## src/source/ahb_in_stage_pkg.sv

```systemverilog
package ahb_in_stage_pkg;

  // ----------------------------------------------------------------------
  // AHB field widths
  // ----------------------------------------------------------------------

  typedef logic [31:0] addr_t;     // HADDR
  typedef logic [1:0]  htrans_t;   // HTRANS
  typedef logic [2:0]  hsize_t;    // HSIZE
  typedef logic [2:0]  hburst_t;   // HBURST
  typedef logic [3:0]  hprot_t;    // HPROT
  typedef logic [1:0]  hresp_t;    // HRESP

  // Beat position inside a wrap window, up to 16 beats
  typedef logic [3:0]  wrap_idx_t;

  // ----------------------------------------------------------------------
  // HTRANS encodings
  // ----------------------------------------------------------------------

  localparam htrans_t TRN_IDLE   = 2'b00;  // No transfer
  localparam htrans_t TRN_BUSY   = 2'b01;  // Master inserting a wait inside a burst
  localparam htrans_t TRN_NONSEQ = 2'b10;  // First beat or single
  localparam htrans_t TRN_SEQ    = 2'b11;  // Remaining beats of a burst

  // ----------------------------------------------------------------------
  // HBURST encodings
  // ----------------------------------------------------------------------

  localparam hburst_t BUR_SINGLE = 3'b000;  // Single transfer
  localparam hburst_t BUR_INCR   = 3'b001;  // Undefined length incrementing
  localparam hburst_t BUR_WRAP4  = 3'b010;
  localparam hburst_t BUR_INCR4  = 3'b011;
  localparam hburst_t BUR_WRAP8  = 3'b100;
  localparam hburst_t BUR_INCR8  = 3'b101;
  localparam hburst_t BUR_WRAP16 = 3'b110;
  localparam hburst_t BUR_INCR16 = 3'b111;

  // ----------------------------------------------------------------------
  // HRESP encodings
  // ----------------------------------------------------------------------

  localparam hresp_t RSP_OKAY  = 2'b00;  // Transfer done
  localparam hresp_t RSP_ERROR = 2'b01;  // Two-cycle error response

  // All-ones beat index marks the last beat before a wrap
  localparam wrap_idx_t WRAP_LAST = 4'b1111;

  // Upper fill used for short wrap windows
  localparam logic [1:0] FILL_WRAP4 = 2'b11;
  localparam logic       FILL_WRAP8 = 1'b1;

endpackage

```

## src/source/ahb_burst_fix.sv

```systemverilog
module ahb_burst_fix
  import ahb_in_stage_pkg::*;
(
  input  logic    HCLK,
  input  logic    HRESETn,
  input  htrans_t HTRANSS,         // Live transfer type
  input  addr_t   HADDRS,          // Live address for boundary check
  input  hsize_t  HSIZES,
  input  hburst_t HBURSTS,
  input  logic    HREADYS,
  input  logic    load_reg,        // Address phase accepted
  input  logic    active_ip,       // Output stage granted
  input  htrans_t trans_int,       // Type from hold mux
  input  hburst_t burst_int,       // Burst from hold mux
  input  htrans_t transb,          // Raw type of presented beat
  output htrans_t trans_ip,        // Rewritten type to output stage
  output hburst_t burst_ip         // Rewritten burst to output stage
);

  logic      burst_override;        // Remaining beats go out as INCR
  logic      burst_override_next;
  logic      bound;                 // Last beat sat at wrap edge
  logic      bound_next;
  logic      bound_en;
  wrap_idx_t offset_addr;           // Beat index from address
  wrap_idx_t check_addr;            // Index padded to window

  // ----------------------------------------------------------------------
  // Early burst termination
  // ----------------------------------------------------------------------

  // A SEQ that had to wait for the grant means the burst was broken
  // and finishes as an undefined-length burst
  always_comb
  begin
    burst_override_next = burst_override;
    if (HTRANSS == TRN_NONSEQ || HTRANSS == TRN_IDLE)
      burst_override_next = 1'b0;   // New burst or none
    else if (HTRANSS == TRN_SEQ && load_reg && !active_ip)
      burst_override_next = 1'b1;
  end

  always_ff @(posedge HCLK)
  begin
    if (!HRESETn)
      burst_override <= 1'b0;
    else if (HREADYS)
      burst_override <= burst_override_next;
  end

  // ----------------------------------------------------------------------
  // Wrap boundary detection
  // ----------------------------------------------------------------------

  // Beat index scaled by transfer size
  always_comb
  begin
    case (HSIZES)
      3'b000:  offset_addr = HADDRS[3:0];   // Byte
      3'b001:  offset_addr = HADDRS[4:1];   // Halfword
      3'b010:  offset_addr = HADDRS[5:2];   // Word
      3'b011:  offset_addr = HADDRS[6:3];   // Doubleword
      default: offset_addr = HADDRS[3:0];   // 128 bits and wider
    endcase
  end

  // Bits above the wrap length are forced high
  always_comb
  begin
    case (HBURSTS)
      BUR_WRAP4:
      begin
        check_addr[3:2] = FILL_WRAP4;
        check_addr[1:0] = offset_addr[1:0];
      end
      BUR_WRAP8:
      begin
        check_addr[3]   = FILL_WRAP8;
        check_addr[2:0] = offset_addr[2:0];
      end
      BUR_WRAP16:
        check_addr = offset_addr;
      default:
        check_addr = '0;            // Incrementing bursts never wrap
    endcase
  end

  assign bound_next = (check_addr == WRAP_LAST);

  assign bound_en = HTRANSS[1] & HREADYS;  // Every NONSEQ or SEQ taken

  always_ff @(posedge HCLK)
  begin
    if (!HRESETn)
      bound <= 1'b0;
    else if (bound_en)
      bound <= bound_next;
  end

  // ----------------------------------------------------------------------
  // Output rewrite
  // ----------------------------------------------------------------------

  // Past the wrap edge SEQ restarts as NONSEQ and BUSY drops to IDLE
  assign trans_ip = (burst_override && bound) ? {trans_int[1], 1'b0} : trans_int;

  // First beat keeps its own burst type
  assign burst_ip = (burst_override && transb != TRN_NONSEQ) ? BUR_INCR : burst_int;

  // A SEQ sent out after a break never keeps its fixed-length burst type
  property p_broken_seq_is_incr;
    @(posedge HCLK) disable iff (!HRESETn)
      (burst_override && trans_ip == TRN_SEQ) |-> (burst_ip == BUR_INCR);
  endproperty

  a_broken_seq_is_incr: assert property (p_broken_seq_is_incr)
    else $error("SEQ of a broken burst not shown as INCR");

endmodule

```

## src/source/ahb_hold_reg.sv

```systemverilog
module ahb_hold_reg
  import ahb_in_stage_pkg::*;
(
  input  logic    HCLK,
  input  logic    HRESETn,
  input  logic    load_reg,        // Capture strobe
  input  logic    pend_tran_reg,   // Select held copy
  input  logic    HSELS,
  input  addr_t   HADDRS,
  input  htrans_t HTRANSS,
  input  logic    HWRITES,
  input  hsize_t  HSIZES,
  input  hburst_t HBURSTS,
  input  hprot_t  HPROTS,
  input  logic    HMASTLOCKS,
  output logic    sel_ip,          // To output stage
  output addr_t   addr_ip,
  output logic    write_ip,
  output hsize_t  size_ip,
  output hprot_t  prot_ip,
  output logic    mastlock_ip,
  output htrans_t trans_int,       // Before boundary rewrite
  output hburst_t burst_int,       // Before override
  output htrans_t transb           // Raw type for burst decision
);

  // ----------------------------------------------------------------------
  // Holding register bank
  // ----------------------------------------------------------------------

  htrans_t reg_trans;      // Captured HTRANSS
  addr_t   reg_addr;
  logic    reg_write;
  hsize_t  reg_size;
  hburst_t reg_burst;
  hprot_t  reg_prot;
  logic    reg_mastlock;

  // Transfer type steers the burst override so it starts from IDLE
  always_ff @(posedge HCLK)
  begin
    if (!HRESETn)
      reg_trans <= TRN_IDLE;
    else if (load_reg)
      reg_trans <= HTRANSS;
  end

  // Address and control payload
  always_ff @(posedge HCLK)
  begin
    if (load_reg)
    begin
      reg_addr     <= HADDRS;
      reg_write    <= HWRITES;
      reg_size     <= HSIZES;
      reg_burst    <= HBURSTS;
      reg_prot     <= HPROTS;
      reg_mastlock <= HMASTLOCKS;
    end
  end

  // ----------------------------------------------------------------------
  // Live bus or held transfer
  // ----------------------------------------------------------------------

  always_comb
  begin
    if (!pend_tran_reg)
    begin
      // Straight through in the same cycle
      sel_ip      = HSELS;
      trans_int   = HTRANSS;
      addr_ip     = HADDRS;
      write_ip    = HWRITES;
      size_ip     = HSIZES;
      burst_int   = HBURSTS;
      prot_ip     = HPROTS;
      mastlock_ip = HMASTLOCKS;
    end
    else
    begin
      sel_ip      = 1'b1;         // Held beat always targets this path
      trans_int   = TRN_NONSEQ;   // Restarts on the new path
      addr_ip     = reg_addr;
      write_ip    = reg_write;
      size_ip     = reg_size;
      burst_int   = reg_burst;
      prot_ip     = reg_prot;
      mastlock_ip = reg_mastlock;
    end
  end

  // Original type of the presented beat
  always_comb
  begin
    if (pend_tran_reg)
      transb = reg_trans;
    else
      transb = HTRANSS;
  end

endmodule

```

## src/source/ahb_in_stage.sv

```systemverilog
module ahb_in_stage
  import ahb_in_stage_pkg::*;
(
  input  logic    HCLK,
  input  logic    HRESETn,
  // Requester address phase
  input  logic    HSELS,
  input  addr_t   HADDRS,
  input  htrans_t HTRANSS,
  input  logic    HWRITES,
  input  hsize_t  HSIZES,
  input  hburst_t HBURSTS,
  input  hprot_t  HPROTS,
  input  logic    HMASTLOCKS,
  input  logic    HREADYS,
  // From output stage
  input  logic    active_ip,
  input  logic    readyout_ip,
  input  hresp_t  resp_ip,
  // Back to requester
  output logic    HREADYOUTS,
  output hresp_t  HRESPS,
  // To output stage
  output logic    sel_ip,
  output addr_t   addr_ip,
  output htrans_t trans_ip,
  output logic    write_ip,
  output hsize_t  size_ip,
  output hburst_t burst_ip,
  output hprot_t  prot_ip,
  output logic    mastlock_ip,
  output logic    held_tran_ip
);

  logic    load_reg;       // Address phase accepted
  logic    pend_tran_reg;  // Held transfer present
  htrans_t trans_int;
  hburst_t burst_int;
  htrans_t transb;

  // ----------------------------------------------------------------------
  // Acceptance and response
  // ----------------------------------------------------------------------

  ahb_pend_ctrl ahb_pend_ctrl_inst (
    .HCLK          (HCLK),
    .HRESETn       (HRESETn),
    .HSELS         (HSELS),
    .HTRANSS       (HTRANSS),
    .HREADYS       (HREADYS),
    .active_ip     (active_ip),
    .readyout_ip   (readyout_ip),
    .resp_ip       (resp_ip),
    .load_reg      (load_reg),
    .pend_tran_reg (pend_tran_reg),
    .held_tran_ip  (held_tran_ip),
    .HREADYOUTS    (HREADYOUTS),
    .HRESPS        (HRESPS)
  );

  // ----------------------------------------------------------------------
  // Holding register and output mux
  // ----------------------------------------------------------------------

  ahb_hold_reg ahb_hold_reg_inst (
    .HCLK          (HCLK),
    .HRESETn       (HRESETn),
    .load_reg      (load_reg),
    .pend_tran_reg (pend_tran_reg),
    .HSELS         (HSELS),
    .HADDRS        (HADDRS),
    .HTRANSS       (HTRANSS),
    .HWRITES       (HWRITES),
    .HSIZES        (HSIZES),
    .HBURSTS       (HBURSTS),
    .HPROTS        (HPROTS),
    .HMASTLOCKS    (HMASTLOCKS),
    .sel_ip        (sel_ip),
    .addr_ip       (addr_ip),
    .write_ip      (write_ip),
    .size_ip       (size_ip),
    .prot_ip       (prot_ip),
    .mastlock_ip   (mastlock_ip),
    .trans_int     (trans_int),
    .burst_int     (burst_int),
    .transb        (transb)
  );

  // ----------------------------------------------------------------------
  // Burst rewrite
  // ----------------------------------------------------------------------

  ahb_burst_fix ahb_burst_fix_inst (
    .HCLK          (HCLK),
    .HRESETn       (HRESETn),
    .HTRANSS       (HTRANSS),
    .HADDRS        (HADDRS),
    .HSIZES        (HSIZES),
    .HBURSTS       (HBURSTS),
    .HREADYS       (HREADYS),
    .load_reg      (load_reg),
    .active_ip     (active_ip),
    .trans_int     (trans_int),
    .burst_int     (burst_int),
    .transb        (transb),
    .trans_ip      (trans_ip),
    .burst_ip      (burst_ip)
  );

  // Held beat must not be overwritten while the requester is stalled
  property p_no_load_over_held;
    @(posedge HCLK) disable iff (!HRESETn)
      (pend_tran_reg && !HREADYOUTS) |-> !load_reg;
  endproperty

  a_no_load_over_held: assert property (p_no_load_over_held)
    else $error("Holding register reloaded while a transfer is held");

endmodule

```

## src/source/ahb_pend_ctrl.sv

```systemverilog
module ahb_pend_ctrl
  import ahb_in_stage_pkg::*;
(
  input  logic    HCLK,
  input  logic    HRESETn,         // Sync reset, active low
  input  logic    HSELS,           // Port selected
  input  htrans_t HTRANSS,         // Transfer type from requester
  input  logic    HREADYS,         // Bus ready seen by requester
  input  logic    active_ip,       // Output stage granted to this port
  input  logic    readyout_ip,     // Ready from output stage
  input  hresp_t  resp_ip,         // Response from output stage
  output logic    load_reg,        // Capture address phase
  output logic    pend_tran_reg,   // Holding register in use
  output logic    held_tran_ip,    // Request to output stage arbiter
  output logic    HREADYOUTS,      // Ready back to requester
  output hresp_t  HRESPS           // Response back to requester
);

  logic addr_valid;   // NONSEQ or SEQ to this port
  logic pend_tran;    // Next value of pending flag
  logic data_valid;   // Data phase of an accepted transfer

  // ----------------------------------------------------------------------
  // Acceptance terms
  // ----------------------------------------------------------------------

  // IDLE and BUSY both have bit 1 clear
  assign addr_valid = HSELS & HTRANSS[1];

  assign load_reg = addr_valid & HREADYS;  // Address phase taken by this stage

  // Data phase follows the address phase only when the bus moves on
  always_ff @(posedge HCLK)
  begin
    if (!HRESETn)
      data_valid <= 1'b0;
    else if (HREADYS)
      data_valid <= addr_valid;
  end

  // ----------------------------------------------------------------------
  // Pending transfer tracking
  // ----------------------------------------------------------------------

  // Set when loaded without a grant
  // Cleared once the output stage completes the held beat
  always_comb
  begin
    pend_tran = pend_tran_reg;
    if (load_reg && !active_ip)
      pend_tran = 1'b1;
    else if (active_ip && readyout_ip)
      pend_tran = 1'b0;
  end

  always_ff @(posedge HCLK)
  begin
    if (!HRESETn)
      pend_tran_reg <= 1'b0;
    else
      pend_tran_reg <= pend_tran;
  end

  // Request stays up while the beat sits in the register
  assign held_tran_ip = load_reg | pend_tran_reg;

  // ----------------------------------------------------------------------
  // Response to requester
  // ----------------------------------------------------------------------

  always_comb
  begin
    if (!data_valid)
    begin
      HREADYOUTS = 1'b1;        // Idle, busy or not selected
      HRESPS     = RSP_OKAY;
    end
    else if (pend_tran_reg)
    begin
      HREADYOUTS = 1'b0;        // Stall while held
      HRESPS     = RSP_OKAY;
    end
    else
    begin
      // Output stage owns the data phase
      HREADYOUTS = readyout_ip;
      HRESPS     = resp_ip;
    end
  end

  // A held beat keeps its data phase open so the requester stays stalled
  property p_held_in_data_phase;
    @(posedge HCLK) disable iff (!HRESETn)
      pend_tran_reg |-> data_valid;
  endproperty

  a_held_in_data_phase: assert property (p_held_in_data_phase)
    else $error("Transfer held without an open data phase");

endmodule

```

## config.mk

```make
export PLATFORM = sky130hd
export DESIGN_NAME = ahb_in_stage
export DESIGN_NICKNAME = d
export VERILOG_FILES = /design/src/source/ahb_in_stage_pkg.sv /design/src/source/ahb_burst_fix.sv /design/src/source/ahb_hold_reg.sv /design/src/source/ahb_in_stage.sv /design/src/source/ahb_pend_ctrl.sv
export SDC_FILE = /design/constraint.sdc
export NUM_CORES = 1
export LEC_CHECK = 0
export BUFFER_PORTS_ARGS = -buffer_cell sky130_fd_sc_hd__buf_2
export CAP_MARGIN = 30
export CORE_ASPECT_RATIO = 0.75
export CORE_MARGIN = 1
export CORE_UTILIZATION = 45
export CTS_CLUSTER_SIZE = 24
export DETAILED_ROUTE_END_ITERATION = 8
export GPL_TIMING_DRIVEN = 0
export HOLD_SLACK_MARGIN = 0.05
export PLACE_DENSITY = 0.77
export SETUP_SLACK_MARGIN = 0.05
export SLEW_MARGIN = 20
export SYNTH_ARGS = -nofsm -noshare
export SYNTH_HDL_FRONTEND = slang
export SYNTH_SLANG_ARGS = --single-unit
```

## constraint.sdc

```tcl
create_clock -name HCLK -period 3.35 [get_ports HCLK]
set_input_delay 0.67 -clock HCLK [delete_from_list [all_inputs] [get_ports HCLK]]
set_output_delay 0.67 -clock HCLK [all_outputs]
set_load 0.005 [all_outputs]
```

### Yosys cells after proc, flatten, opt, wreduce, memory -nomap -nowiden

Cells that the tools add are included.

* equality and inequality tests: 10
* mux-type cells: 21
* bitwise logic cells: 4
* reduce and logical (&&, ||, !) cells: 12

Operator list (count)
* 2-to-1 mux 32 bit: 1
* case mux 4 bit (3 select lines): 2
* 2-to-1 mux 1 bit: 10
* equality test 3 x 2 -> 1 bit, second input constant: 3
* 2-to-1 mux 3 bit: 3
* 2-to-1 mux 2 bit: 4
* equality test 3 bit, second input constant: 2
* logical AND 1 bit: 6
* equality test 2 bit, second input constant: 2
* equality test 4 bit, second input constant: 1
* 2-to-1 mux 4 bit: 1
* nonzero test 2 bit: 2
* bitwise AND 1 bit: 3
* equality test 3 x 1 -> 1 bit, second input constant: 1
* logical NOT 2 bit: 1
* != test 2 bit, second input constant: 1
* AND reduction 2 bit: 1
* logical NOT 1 bit: 1
* logical OR 1 bit: 1
* OR 1 bit: 1

* register bits after elaboration: 50
* input bits: 54
* output and inout port bits: 51

### Longest topological paths before layout

* depth in word-level cells: 6
* mapped depth: 5

### Cells and area by module

Synthesis repeated with hierarchy kept, for this count alone.

* cells, all modules: 157
* area, all modules: 2431.1 um^2

Modules (own cells, without submodules)
* ahb_hold_reg: times used 1, cells each 104, area an instance 1998.2 um^2, sequential area each 1361.3 um^2
* ahb_burst_fix: times used 1, cells each 39, area an instance 312.8 um^2, sequential area each 40.0 um^2
* ahb_pend_ctrl: times used 1, cells each 14, area an instance 120.1 um^2, sequential area each 40.0 um^2

### Worst setup path before layout

OpenSTA, ideal clock, no wires.

* path kind: input-to-reg
* start: input port HSELS
* end: register ahb_hold_reg_inst.reg_addr[0] (enable)
* library setup time: 0.400 ns
* arrival time: 1.727 ns
* setup slack: 1.224 ns
* stages: 2
* buffers on the path: 0
* cell sequence: nand3_1 inv_1

* word-level cells in the longest chain between the ends: 2

RTL lines
* start, declared: RTL line ahb_in_stage.sv:7 `input logic HSELS,`
* bitwise AND 1 bit: RTL line ahb_pend_ctrl.sv:28 `assign addr_valid = HSELS & HTRANSS[1];`
* bitwise AND 1 bit: RTL line ahb_pend_ctrl.sv:30 `assign load_reg = addr_valid & HREADYS;`
* via ahb_burst_fix_inst.load_reg: RTL line ahb_burst_fix.sv:11 `input logic load_reg,`
* end signal, assigned: RTL line ahb_hold_reg.sv:53 `reg_addr <= HADDRS;`
* end, declared: RTL line ahb_hold_reg.sv:32 `addr_t reg_addr;`

The timed path passes the listed nets, and every way through them passes these cells.
A chain may end at the register's enable or synchronous reset.

### Worst setup path in the final report

* start: register ahb_pend_ctrl_inst.pend_tran_reg
* end: output port size_ip[1]

* word-level cells in the longest chain between the ends: 1

RTL lines
* start, declared: RTL line ahb_pend_ctrl.sv:13 `output logic pend_tran_reg,`
* start signal, assigned: RTL line ahb_pend_ctrl.sv:61 `pend_tran_reg <= pend_tran;`
* 2-to-1 mux 3 bit: RTL line ahb_hold_reg.sv:68 `if (!pend_tran_reg)`
* end, declared: RTL line ahb_in_stage.sv:28 `output hsize_t size_ip,`

No other way between the ends.

==> metrics.md <==
| Metric | Value |
|---|---|
| Pwr dens | `412 nW/um^2` |
| Post-CTS Hold Buffers | `0` |
| Number of diodes | `0` |
| M2 GR Usage | `0.243` |
| Max-slew violations | `0` |
| Slowest stage cell, crit path | `mux2_2` |
| Final min period | `2.41 ns` |
| Yosys cell types | `29` |
| GPL Wtd Cong | `0.864` |
| Critical-path cell list | `buf_2, buf_2, mux2_2, buf_2` |
| First-pass GRT wire length | `6820 um` |
| CP Launch Point | `ahb_pend_ctrl_inst.pend_tran_reg` |
| Warnings, synthesis | `0` |
| Kind of critical path | `reg -> out` |
| Area of the die | `5500 sq um` |
| Critical path arrival | `1.74 ns` |
| RR Startpoint | `ahb_pend_ctrl_inst.pend_tran_reg` |
| Synthesized flop and latch total | `50` |
| Number of global-route vias before repair | `1,430` |
| Design area | `3060 sq um` |
| Total power | `1260 uW` |
| Initial antenna violation count | `0` |
| Layout cells sized above 1 | `0.600` |
| FILL cells | `393` |
| Core Rows | `22` |
| Synthesis-to-layout area growth | `30.8%` |
| Final Util | `0.618` |
| Mapped Nets | `216` |
| R2r endpoint | `ahb_pend_ctrl_inst.pend_tran_reg` |
| DR vias | `1,695` |
| Req. time, crit path | `2.68 ns` |
| Most common cell after layout, fill and taps aside | `buf_2` |
| Clock latency on the worst-skew pair | `0.30 ns` |
| WL/cell | `13.9 um` |
| GR Util met3 | `0.0522` |
| Sequential fraction of the synthesis area | `0.616` |
| Biggest regs | `ahb_hold_reg_inst.reg_addr: 32 flops, ahb_hold_reg_inst.reg_prot: 4 flops` |
| All-Layer GR Usage | `0.164` |
| Ys async rst share | `0` |
| Clock Skews | `0 ns` |
| Cell Area, Synth | `2340 sq um` |
| Final Cycle Share | `0.719` |
| Commonest cells after routing, fill and taps aside | `buf_2 (109), edfxtp_1 (44), mux2_2 (39)` |
| Ys flop type | `edfxtp_1` |
| Area post-placement | `2960 sq um` |
| H-tree levels | `2` |
| P_leak | `0.00127 uW` |
| Iter 0 DRT Violations | `64` |
| Outcome | `complete, no violations` |
| Worst ir drop on vdd | `0.000220 V` |
| I/O pin count | `105` |
| Met1 Usage GRT | `0.231` |
| F_max | `0.415 GHz` |
| Hold/Removal Path Class | `reg -> reg` |
| RSZ-0062 raised after global routing | `false` |
| Synth Instances | `162` |
| Max-slew headroom | `0.667` |
| Vias per Instance | `5.06` |
| Worst Tran Pin Value | `0.500 ns` |
| Footprint of the multi-input gates | `833 sq um` |
| # DRC | `0` |
| Final Hold Vio Count | `0` |
| Reg2Reg Depth | `3` |
| Gr busiest metal | `met2` |
| CORE AREA | `4950 sq um` |
| Final setup viols | `0` |
| Die H | `64.5 um` |
| DP Wirelength | `3370 um` |
| Overflow after GRT | `0` |
| Max cap viols | `0` |
| Die Width | `85.3 um` |
| End point of the critical path | `size_ip[1]` |
| Max stage delay on crit path | `0.38 ns` |
| Avg Inst Size Synth | `14.5 sq um` |
| R2r setup slk | `2.47 ns` |
| Port bufs | `104` |
| CP most frequent cell | `buf_2` |
| CTS Buf Count | `5` |
| EDFF count, synth | `44` |
| Clock root buffer | `clkbuf_8` |
| DR pass1 iterations | `4` |
| Worst-path clk slew | `0.09 ns` |
| WL final | `4640 um` |
| # nets final | `328` |
| Register Area | `1440 sq um` |
| Worst Setup End Kind | `primary output` |
| Critical Path Source Type | `flop` |
| CTS tree | `built` |
| Starting Density | `0.472` |
| Post_cts resized | `0` |
| CTS Sinks | `50` |
| Post-route ant nets | `0` |
| Post CTS Setup Buffer Count | `0` |
| Max reg flops | `32` |
| Crit path max fanout | `10` |
| Largest net degree at the start of global routing | `26` |
| Maximum clock insertion buffer count | `2` |
| Biggest register | `ahb_hold_reg_inst.reg_addr` |
| Setup TNS | `0 ns` |
-- synth_stat cells, types with 2 or more instances --
library cell / instances / area share
buf_2: 5 / 0.011
mux2i_1: 4 / 0.017
nand2b_1: 4 / 0.011
edfxtp_1: 44 / 0.56
nand2_1: 6 / 0.0096
and3b_1: 2 / 0.0075
nand3b_1: 2 / 0.0064
a21oi_1: 7 / 0.015
nor2_1: 7 / 0.011
o21ai_0: 5 / 0.011
nor2b_1: 4 / 0.011
inv_1: 7 / 0.011
nand3_1: 2 / 0.0043
mux2_2: 39 / 0.19
dfxtp_1: 6 / 0.051
a211oi_1: 4 / 0.013
or2_2: 2 / 0.0053
-- critical path: cells and delay by family (launching register included) --
family / cells / cell delay [ns]
buffers and inverters: 3 / 0.69
multiplexers: 1 / 0.38
flip-flops: 1 / 0.36
-- report_power, final --
group	leakage, uW	total [uW]	internal, uW	switching [uW]
sequential	0.000453	714	707	6.69
clock	0.0000478	377	170	207
combinational	0.000765	172	91.3	80.3
total	0.00127	1260	969	294
-- per-layer routing --
| layer | vias to the layer above | share of wire |
|---|---|---|
| met5 | - | 0 |
| met4 | 0 | 0.012 |
| met3 | 10 | 0.073 |
| met2 | 76 | 0.42 |
| met1 | 772 | 0.49 |
| li1 | 837 | - |
-- how the worst min path moves through the flow --
stage	startpoint	endpoint	slack, ns	cells after the start
floorplan	ahb_hold_reg_inst.reg_trans[1]	ahb_hold_reg_inst.reg_trans[1]	0.44	1
global placement	ahb_hold_reg_inst.reg_trans[1]	ahb_hold_reg_inst.reg_trans[1]	0.45	1
detailed placement	ahb_hold_reg_inst.reg_trans[1]	ahb_hold_reg_inst.reg_trans[1]	0.47	1
CTS	ahb_hold_reg_inst.reg_trans[1]	ahb_hold_reg_inst.reg_trans[1]	0.49	1
global route	HPROTS[1]	ahb_hold_reg_inst.reg_prot[1]	0.52	1
finish	ahb_hold_reg_inst.reg_trans[1]	ahb_hold_reg_inst.reg_trans[1]	0.48	1
-- stage by stage --
step / hold WS (ns) / std cells / setup WS [ns]
floorplan: 0.441 / 162 / 1.22
global placement: 0.453 / 326 / 0.640
detailed placement: 0.465 / 327 / 1.10
CTS: 0.489 / 335 / 0.917
global route: 0.518 / 335 / 0.814
finish: 0.483 / 335 / 0.942
-- cell type report --
cell class                 count  share of cell area
sequential                    50               0.471
clock buffer                   6              0.0270
buffer                         7              0.0131
timing repair buffer         105               0.179
clock inverter                 2             0.00531
tap                           60              0.0245
inverter                       7             0.00858
multi-input combinational     98               0.272
-- kinds of logic after synthesis --
kind of cell,share of synthesized area
AO/OA/AOI/OAI,0.0828
buffers and inverters,0.0283
flip-flops,0.616
multiplexers,0.205
AND/OR/NAND/NOR,0.0684
(Power assumes the default switching activity.)
